### src/logic/core_defines.svh
// Width, opcode and latency macros for the execution slice
`ifndef CORE_DEFINES_SVH
`define CORE_DEFINES_SVH

// Datapath and tag widths
`define XLEN       32
`define ROB_TAG_W  6
`define PREG_W     8

// Cycles from issue to completion
`define ALU_LAT    4
`define MUL_LAT    5

// RV32 major opcodes
`define OPC_OP      7'b0110011
`define OPC_OP_IMM  7'b0010011
`define OPC_BRANCH  7'b1100011

`endif

### src/logic/core_pkg.sv
// Instruction word union, issue packet, decoded op, completion and redirect types
`default_nettype none

`include "core_defines.svh"

package core_pkg;

    typedef struct packed {
        logic [6:0] funct7;
        logic [4:0] rs2;
        logic [4:0] rs1;
        logic [2:0] funct3;
        logic [4:0] rd;
        logic [6:0] opcode;
    } r_fmt_t;

    typedef struct packed {
        logic [11:0] imm12;
        logic [4:0]  rs1;
        logic [2:0]  funct3;
        logic [4:0]  rd;
        logic [6:0]  opcode;
    } i_fmt_t;

    typedef struct packed {
        logic       imm12;
        logic [5:0] imm10_5;
        logic [4:0] rs2;
        logic [4:0] rs1;
        logic [2:0] funct3;
        logic [3:0] imm4_1;
        logic       imm11;
        logic [6:0] opcode;
    } b_fmt_t;

    // One word, three views
    typedef union packed {
        r_fmt_t r;
        i_fmt_t i;
        b_fmt_t b;
    } inst_word_u;

    typedef struct packed {
        logic                  valid;
        inst_word_u            inst;
        logic [`XLEN-1:0]      pc;
        logic [`ROB_TAG_W-1:0] rob_tag;
        logic [`PREG_W-1:0]    prd;
        logic [`XLEN-1:0]      rs1_val;
        logic [`XLEN-1:0]      rs2_val;
    } issue_pkt_t;

    typedef enum logic [3:0] {
        ALU_ADD, ALU_SUB, ALU_AND, ALU_OR, ALU_XOR, ALU_SLT, ALU_SLL,
        ALU_SRL, ALU_SRA, ALU_BEQ, ALU_BNE, ALU_BLT, ALU_BGE, ALU_ILLEGAL
    } alu_op_e;

    typedef struct packed {
        logic                  valid;
        alu_op_e               op;
        logic                  is_mul;
        logic                  is_branch;
        logic                  illegal;
        logic [`XLEN-1:0]      a;
        logic [`XLEN-1:0]      b;          // rs2 value or I immediate
        logic [`XLEN-1:0]      pc;
        logic [`XLEN-1:0]      br_offset;
        logic [`ROB_TAG_W-1:0] rob_tag;
        logic [`PREG_W-1:0]    prd;
    } dec_op_t;

    typedef struct packed {
        logic                  valid;
        logic [`ROB_TAG_W-1:0] rob_tag;
        logic [`PREG_W-1:0]    prd;
        logic [`XLEN-1:0]      value;
        logic                  illegal;
    } cpl_t;

    typedef struct packed {
        logic             valid;
        logic [`XLEN-1:0] target;
    } redirect_t;

endpackage

`default_nettype wire

### src/logic/ifid_stage.sv
// Front pipeline register with flush and the ROB flush pulse
`timescale 1ns/1ps
`default_nettype none

module ifid_stage
    import core_pkg::*;
(
    input  logic       clk,
    input  logic       reset,
    input  logic       flush,
    input  issue_pkt_t issue,
    output issue_pkt_t if_id,
    output logic       rob_flush
);

    always_ff @(posedge clk or posedge reset) begin
        if (reset) begin
            if_id     <= '0;
            rob_flush <= 1'b0;
        end else if (flush) begin
            if_id     <= '0;   // Drop the wrong-path op
            rob_flush <= 1'b1;
        end else begin
            if_id     <= issue;
            rob_flush <= 1'b0;
        end
    end

    // A redirect lasts one cycle, so the ROB flush must as well
    property p_rob_flush_single;
        @(posedge clk) disable iff (reset)
        rob_flush |=> !rob_flush;
    endproperty

    a_rob_flush_single: assert property (p_rob_flush_single)
        else $error("rob_flush held for two cycles");

endmodule

`default_nettype wire

### src/logic/inst_decode.sv
// Instruction decoder and ID/EX register
`timescale 1ns/1ps
`default_nettype none

`include "core_defines.svh"

module inst_decode
    import core_pkg::*;
(
    input  logic       clk,
    input  logic       reset,
    input  logic       flush,
    input  issue_pkt_t if_id,
    output dec_op_t    id_ex
);

    inst_word_u       inst;
    logic [`XLEN-1:0] imm_i;
    logic [`XLEN-1:0] off_b;
    alu_op_e          op;
    logic             is_mul;
    logic             is_branch;
    dec_op_t          dec;

    assign inst  = if_id.inst;
    assign imm_i = {{(`XLEN-12){inst.i.imm12[11]}}, inst.i.imm12};
    assign off_b = {{(`XLEN-13){inst.b.imm12}}, inst.b.imm12, inst.b.imm11,
                    inst.b.imm10_5, inst.b.imm4_1, 1'b0};

    always_comb begin
        op        = ALU_ILLEGAL;
        is_mul    = 1'b0;
        is_branch = 1'b0;
        case (inst.r.opcode)
            `OPC_OP: begin
                case ({inst.r.funct7, inst.r.funct3})
                    {7'b0000000, 3'b000}: op = ALU_ADD;
                    {7'b0100000, 3'b000}: op = ALU_SUB;
                    {7'b0000000, 3'b111}: op = ALU_AND;
                    {7'b0000000, 3'b110}: op = ALU_OR;
                    {7'b0000000, 3'b100}: op = ALU_XOR;
                    {7'b0000000, 3'b010}: op = ALU_SLT;
                    {7'b0000000, 3'b001}: op = ALU_SLL;
                    {7'b0000000, 3'b101}: op = ALU_SRL;
                    {7'b0100000, 3'b101}: op = ALU_SRA;
                    {7'b0000001, 3'b000}: begin
                        op     = ALU_ADD;   // Unused by the multiplier
                        is_mul = 1'b1;
                    end
                    default: op = ALU_ILLEGAL;
                endcase
            end
            `OPC_OP_IMM: begin
                case (inst.i.funct3)
                    3'b000:  op = ALU_ADD;
                    3'b111:  op = ALU_AND;
                    3'b110:  op = ALU_OR;
                    3'b100:  op = ALU_XOR;
                    3'b010:  op = ALU_SLT;
                    default: op = ALU_ILLEGAL;
                endcase
            end
            `OPC_BRANCH: begin
                is_branch = 1'b1;
                case (inst.b.funct3)
                    3'b000:  op = ALU_BEQ;
                    3'b001:  op = ALU_BNE;
                    3'b100:  op = ALU_BLT;
                    3'b101:  op = ALU_BGE;
                    default: begin
                        op        = ALU_ILLEGAL;
                        is_branch = 1'b0;
                    end
                endcase
            end
            default: op = ALU_ILLEGAL;
        endcase
    end

    always_comb begin
        dec.valid     = if_id.valid;
        dec.op        = op;
        dec.is_mul    = is_mul;
        dec.is_branch = is_branch;
        dec.illegal   = (op == ALU_ILLEGAL);
        dec.a         = if_id.rs1_val;
        dec.b         = (inst.i.opcode == `OPC_OP_IMM) ? imm_i : if_id.rs2_val;
        dec.pc        = if_id.pc;
        dec.br_offset = off_b;
        dec.rob_tag   = if_id.rob_tag;
        dec.prd       = if_id.prd;
    end

    always_ff @(posedge clk or posedge reset) begin
        if (reset) begin
            id_ex <= '0;
        end else if (flush) begin
            id_ex <= '0;
        end else begin
            id_ex <= dec;
        end
    end

endmodule

`default_nettype wire

### src/logic/exec_unit.sv
// ALU, branch compare and two-stage multiplier with per-stage squash
`timescale 1ns/1ps
`default_nettype none

`include "core_defines.svh"

module exec_unit
    import core_pkg::*;
(
    input  logic      clk,
    input  logic      reset,
    input  logic      flush,
    input  dec_op_t   id_ex,
    output cpl_t      alu_res,
    output cpl_t      mul_res,
    output redirect_t br_res
);

    typedef struct packed {
        logic                  valid;
        logic [`ROB_TAG_W-1:0] rob_tag;
        logic [`PREG_W-1:0]    prd;
        logic [`XLEN-1:0]      p_lo;   // a * b[15:0]
        logic [15:0]           p_hi;   // a[15:0] * b[31:16], low half
    } mul_s1_t;

    logic [`XLEN-1:0] alu_value;
    logic             taken;
    mul_s1_t          mul_s1;

    always_comb begin
        alu_value = '0;
        taken     = 1'b0;
        case (id_ex.op)
            ALU_ADD: alu_value = id_ex.a + id_ex.b;
            ALU_SUB: alu_value = id_ex.a - id_ex.b;
            ALU_AND: alu_value = id_ex.a & id_ex.b;
            ALU_OR:  alu_value = id_ex.a | id_ex.b;
            ALU_XOR: alu_value = id_ex.a ^ id_ex.b;
            ALU_SLT: alu_value = {{(`XLEN-1){1'b0}}, $signed(id_ex.a) < $signed(id_ex.b)};
            ALU_SLL: alu_value = id_ex.a << id_ex.b[4:0];
            ALU_SRL: alu_value = id_ex.a >> id_ex.b[4:0];
            ALU_SRA: alu_value = $signed(id_ex.a) >>> id_ex.b[4:0];
            ALU_BEQ: taken = (id_ex.a == id_ex.b);
            ALU_BNE: taken = (id_ex.a != id_ex.b);
            ALU_BLT: taken = ($signed(id_ex.a) < $signed(id_ex.b));
            ALU_BGE: taken = ($signed(id_ex.a) >= $signed(id_ex.b));
            default: alu_value = '0;   // Illegal completes with zero
        endcase
    end

    // ALU and branch outputs
    always_ff @(posedge clk or posedge reset) begin
        if (reset) begin
            alu_res <= '0;
            br_res  <= '0;
        end else if (flush) begin
            alu_res.valid <= 1'b0;
            br_res.valid  <= 1'b0;
        end else begin
            alu_res.valid   <= id_ex.valid & ~id_ex.is_mul;
            alu_res.rob_tag <= id_ex.rob_tag;
            alu_res.prd     <= id_ex.prd;
            alu_res.value   <= alu_value;
            alu_res.illegal <= id_ex.illegal;
            br_res.valid    <= id_ex.valid & id_ex.is_branch & taken;
            br_res.target   <= id_ex.pc + id_ex.br_offset;
        end
    end

    // Multiplier stage 1, partial products
    always_ff @(posedge clk or posedge reset) begin
        if (reset) begin
            mul_s1 <= '0;
        end else if (flush) begin
            mul_s1.valid <= 1'b0;
        end else begin
            mul_s1.valid   <= id_ex.valid & id_ex.is_mul;
            mul_s1.rob_tag <= id_ex.rob_tag;
            mul_s1.prd     <= id_ex.prd;
            mul_s1.p_lo    <= id_ex.a * {16'b0, id_ex.b[15:0]};
            mul_s1.p_hi    <= id_ex.a[15:0] * id_ex.b[31:16];
        end
    end

    // Multiplier stage 2, low word
    always_ff @(posedge clk or posedge reset) begin
        if (reset) begin
            mul_res <= '0;
        end else if (flush) begin
            mul_res.valid <= 1'b0;
        end else begin
            mul_res.valid   <= mul_s1.valid;
            mul_res.rob_tag <= mul_s1.rob_tag;
            mul_res.prd     <= mul_s1.prd;
            mul_res.value   <= mul_s1.p_lo + {mul_s1.p_hi, 16'b0};
            mul_res.illegal <= 1'b0;
        end
    end

    // Ops enter one per cycle, so the two channels never carry the same op
    a_distinct_tags: assert property (@(posedge clk) disable iff (reset)
        (alu_res.valid && mul_res.valid) |-> (alu_res.rob_tag != mul_res.rob_tag))
        else $error("ALU and MUL results share ROB tag %0d", alu_res.rob_tag);

endmodule

`default_nettype wire

### src/logic/result_stage.sv
// EX/MEM result register with ALU and MUL completion channels and branch redirect
`timescale 1ns/1ps
`default_nettype none

module result_stage
    import core_pkg::*;
(
    input  logic      clk,
    input  logic      reset,
    input  logic      flush,
    input  cpl_t      alu_res,
    input  cpl_t      mul_res,
    input  redirect_t br_res,
    output cpl_t      alu_cpl,
    output cpl_t      mul_cpl,
    output redirect_t redirect
);

    // ALU channel, also carries branch and illegal completions
    always_ff @(posedge clk or posedge reset) begin
        if (reset) begin
            alu_cpl <= '0;
        end else if (flush) begin
            alu_cpl.valid <= 1'b0;   // Younger op, squashed
        end else begin
            alu_cpl <= alu_res;
        end
    end

    // MUL channel
    always_ff @(posedge clk or posedge reset) begin
        if (reset) begin
            mul_cpl <= '0;
        end else if (flush) begin
            mul_cpl.valid <= 1'b0;
        end else begin
            mul_cpl <= mul_res;
        end
    end

    // Taken branch becomes a one-cycle redirect
    always_ff @(posedge clk or posedge reset) begin
        if (reset) begin
            redirect <= '0;
        end else if (flush) begin
            redirect.valid <= 1'b0;
        end else begin
            redirect.valid  <= br_res.valid;
            redirect.target <= br_res.target;
        end
    end

    // flush is the redirect fed back, so a second taken branch behind
    // the first must be swallowed
    property p_redirect_single;
        @(posedge clk) disable iff (reset)
        redirect.valid |=> !redirect.valid;
    endproperty

    a_redirect_single: assert property (p_redirect_single)
        else $error("redirect held for two cycles, target %h", redirect.target);

endmodule

`default_nettype wire

### src/logic/exec_slice_top.sv
// Execution slice top level with redirect fed back as flush
`timescale 1ns/1ps
`default_nettype none

module exec_slice_top
    import core_pkg::*;
(
    input  logic       clk,
    input  logic       reset,
    input  issue_pkt_t issue,
    output cpl_t       alu_cpl,
    output cpl_t       mul_cpl,
    output redirect_t  redirect,
    output logic       rob_flush
);

    issue_pkt_t if_id;
    dec_op_t    id_ex;
    cpl_t       alu_res;
    cpl_t       mul_res;
    redirect_t  br_res;
    logic       flush;

    assign flush = redirect.valid;   // Squash all younger ops

    ifid_stage u_ifid (
        .clk       (clk),
        .reset     (reset),
        .flush     (flush),
        .issue     (issue),
        .if_id     (if_id),
        .rob_flush (rob_flush)
    );

    inst_decode u_decode (
        .clk   (clk),
        .reset (reset),
        .flush (flush),
        .if_id (if_id),
        .id_ex (id_ex)
    );

    exec_unit u_exec (
        .clk     (clk),
        .reset   (reset),
        .flush   (flush),
        .id_ex   (id_ex),
        .alu_res (alu_res),
        .mul_res (mul_res),
        .br_res  (br_res)
    );

    result_stage u_result (
        .clk      (clk),
        .reset    (reset),
        .flush    (flush),
        .alu_res  (alu_res),
        .mul_res  (mul_res),
        .br_res   (br_res),
        .alu_cpl  (alu_cpl),
        .mul_cpl  (mul_cpl),
        .redirect (redirect)
    );

endmodule

`default_nettype wire

### config.mk
export PLATFORM = sky130hd
export DESIGN_NAME = exec_slice_top
export DESIGN_NICKNAME = d
export VERILOG_FILES = /design/src/logic/core_pkg.sv /design/src/logic/ifid_stage.sv /design/src/logic/inst_decode.sv /design/src/logic/exec_unit.sv /design/src/logic/result_stage.sv /design/src/logic/exec_slice_top.sv
export VERILOG_INCLUDE_DIRS = /design/src /design/src/logic
export SDC_FILE = /design/constraint.sdc
export NUM_CORES = 2
export LEC_CHECK = 0
export ABC_AREA = 1
export BUFFER_PORTS_ARGS = -buffer_cell sky130_fd_sc_hd__buf_2
export CAP_MARGIN = 0
export CELL_PAD_IN_SITES_DETAIL_PLACEMENT = 1
export CELL_PAD_IN_SITES_GLOBAL_PLACEMENT = 2
export CORE_MARGIN = 2
export CORE_UTILIZATION = 33
export CTS_CLUSTER_DIAMETER = 50
export CTS_CLUSTER_SIZE = 24
export DETAILED_ROUTE_END_ITERATION = 10
export MAX_ROUTING_LAYER = met4
export PLACE_DENSITY_LB_ADDON = 0.1
export SETUP_SLACK_MARGIN = 0.4
export SLEW_MARGIN = 20
export SYNTH_ARGS = -nofsm -noshare
export SYNTH_HDL_FRONTEND = slang
export SYNTH_SLANG_ARGS = --single-unit
### constraint.sdc
create_clock -name clk -period 17.49 [get_ports clk]
set_input_delay 0.8745 -clock clk [delete_from_list [all_inputs] [get_ports clk]]
set_output_delay 0.8745 -clock clk [all_outputs]
set_load 0.02 [all_outputs]
==> reports/qor.txt <==
Final Skew -> 0.0655 ns
Setup_tns -> 0 ns
Peak VDD IR -> 0.223 mV
Worst-Margin Slew -> 1.08 ns
Period utilisation layout -> 40.0%
Pwr dens -> 177 nW/um^2
CTS max path bufs -> 3
Initial antenna violation count -> 7
Multi-input gate area -> 28100 um^2
Worst Setup End Kind -> register
Ys Warns -> 0
Cells after Synth -> 6790
Sink Count -> 560
Top cells by area, synth -> dfrtp_1 (29%), fa_1 (16%), nand2_1 (15%)
Type of the most critical hold path -> input port to asynchronous set/reset pin
Hold Vio Cnt, Final -> 0
Number of fill cells -> 18307
Worst slew margin -> 27.6%
Tot Pwr -> 9.65 mW
Max-cap violations -> 0
RSZ-0062 raised after global routing -> no
Post-synth top area cell -> dfrtp_1
# nets final -> 7682
DP Wirelength -> 154000 um
Leakage -> 30.4 nW
First-pass GRT wire length -> 298000 um
Worst-path maximum fanout -> 50
DIE HEIGHT -> 389 um
Critical path origin -> u_decode.id_ex[80]
Routability-driven placement congestion ratio -> 0.939
Worst setup path class -> register to register
Area growth from synthesis to layout -> 11.5%
Worst skew pair latency -> 0.68 ns
CTS buffer count -> 75
Hold_buf cts -> 0
Placed insts -> 8746
Main synth FF type -> dfrtp_1
Rows -> 141
Worst Path Required -> 18.02 ns
Worst-path clk slew -> 0.07 ns
Layout cells sized above 1 -> 8.37%
Post-synthesis sequential area ratio -> 28.7%
Non-filler instance count after layout -> 8885
DIE AREA -> 151000 um^2
EDFF count, synth -> 0
Register area -> 14000 um^2
CTS H-tree depth -> 3
Pin count of the biggest net entering global routing -> 199
Async S/R FF share, synth -> 100%
Startpoint types -> register
DRT antenna net count -> 0
Clock root buffer -> clkbuf_16
Vias in the first global route -> 45794
Detailed Routing Iterations Pass 1 -> 5
Fmax achieved -> 143 MHz
Wire length per cell -> 22.2 um
GRT Util Overall -> 27.0%
CTS tree -> built
Critical path data arrival time -> 7.52 ns
Synthesized flop and latch total -> 560
Syn Area/Cell -> 7.19 um^2
Worst reg2reg path startpoint -> u_decode.id_ex[80]
Slew Viols, Final -> 0
DRC -> 0
Core area -> 147000 um^2
Synth Cell Area -> 48800 um^2
Vias post-DR -> 43703
Setup violation total in the final timing report -> 0
Starting DRT DRC Count -> 2779
Gr ovfl total -> 0
Port Buffer Count -> 268
Initial core utilization -> 33.1%
Die X -> 389 um
Post-synth top area share -> 28.7%
Status -> finished clean
Boundary pin count -> 275
Hold Slack -> 0.249 ns
Yosys cell types -> 62
Final worst path period need -> 7.00 ns
# Post-CTS Setup Buffers -> 0
Reg2Reg Depth -> 22
WL final -> 197000 um
Vias/cell -> 4.92
Resize count post-CTS -> 0
Syn nets -> 7579
flip-flops by register name (all words and copies together) (netlist names):
name / count
u_decode.id_ex: 130
u_exec.alu_res: 48
u_exec.br_res: 33
u_exec.mul_res: 47
u_exec.mul_s1: 49
u_ifid.if_id: 138
u_ifid.rob_flush: 1
u_result.alu_cpl: 34
u_result.mul_cpl: 47
u_result.redirect: 33
stage by stage:
stage / cell area (um^2) / utilization [%] / setup slack [ns]
4_1_cts: 54400 / 36.9 / 10.51
2_1_floorplan: 48800 / - / 0.955
6_report: 54400 / 36.9 / 10.49
3_3_place_gp: 51700 / 35.1 / 10.54
5_1_grt: 54400 / 36.9 / 10.14
3_5_place_dp: 51700 / 35.1 / 10.55
layout make-up:
cell class | instances | area share [%]
antenna | 4 | 0.0184
clock buffer | 86 | 3.65
clock inverter | 49 | 1.29
inverter | 1380 | 9.55
multi-input combinational | 4528 | 51.7
sequential | 560 | 25.8
tap | 1930 | 4.44
timing repair buffer | 348 | 3.61
critical path, stage by stage, from the launching register on:
cell and delay [ns]:
dfrtp_2 0.34, buf_4 0.50, buf_4 0.57, nand2_1 0.15, fa_1 0.52, fa_1 0.55, inv_1 0.05, fa_1 0.50
fa_1 0.51, fa_1 0.51, inv_1 0.06, fa_1 0.53, inv_1 0.07, ha_1 0.36, a21oi_1 0.35, o21ai_0 0.21
a21oi_1 0.29, nand3_1 0.17, nand3_1 0.10, nand2_1 0.07, or2_2 0.28, nand3_1 0.07, nand2_1 0.06
cell usage after synthesis (12+ instances only):
cell / number
nand4_1: 52
or2_2: 30
o211ai_1: 28
fa_1: 388
inv_2: 20
nand2_2: 13
dfrtp_1: 560
o22ai_1: 23
o21ai_1: 32
xor2_1: 21
nand2_1: 1936
o21ai_0: 297
inv_1: 1358
a21oi_1: 265
nor3_1: 44
nor2_1: 507
buf_2: 82
buf_1: 45
o21a_1: 16
clkbuf_1: 151
buf_4: 32
ha_1: 256
nand3_1: 481
o21bai_1: 14
nand3b_1: 12
layer usage:
metal | up-vias | GRT usage (%) | wire, um
met1 | 21866 | 37.3 | 93300
met3 | 201 | 1.82 | 6580
met2 | 875 | 43.3 | 92400
li1 | 20761 | - | -
met4 | 0 | 6.78 | 5120
met5 | - | - | 0
power breakdown:
group	switching, mW	leakage (nW)	internal, mW
Sequential	0.138	6.63	1.54
Combinational	4.11	22.4	2.21
Clock	0.675	1.30	0.967
layout by cell type (no fill, tap or decap), types with 23 or more instances in the layout:
| master | n |
|---|---|
| nor2_1 | 507 |
| inv_1 | 1355 |
| buf_2 | 268 |
| or2_2 | 30 |
| o211ai_1 | 28 |
| o21ai_1 | 32 |
| buf_4 | 78 |
| nor3_1 | 43 |
| fa_1 | 388 |
| o21ai_0 | 297 |
| o22ai_1 | 23 |
| clkbuf_16 | 75 |
| ha_1 | 256 |
| nand3_1 | 481 |
| nand4_1 | 52 |
| dfrtp_1 | 553 |
| nand2_1 | 1936 |
| a21oi_1 | 265 |
final timing paths:
kind / slack, ns / end
max: 10.49 / u_exec.mul_s1[40]
min: 0.25 / u_exec.mul_res[10]
max reg2reg: 10.49 / u_exec.mul_s1[40]
min reg2reg: 0.42 / u_exec.alu_res[47]
max in group asynchronous: 14.25 / u_result.alu_cpl[18]
min in group clk: 0.39 / u_ifid.if_id[101]
cell families after synthesis:
| logic type | after synthesis | share of synthesized area [%] |
|---|---|---|
| buf+inv | 1702 | 13.7 |
| mux | 2 | 0.0410 |
| other cells | 1 | 0.00768 |
| compound gates | 747 | 8.53 |
| simple gates | 3103 | 26.0 |
| flops | 560 | 28.7 |
| xor+xnor | 31 | 0.556 |
| fa+ha+maj | 644 | 22.5 |
No activity file was read; power rests on OpenSTA's default activity.
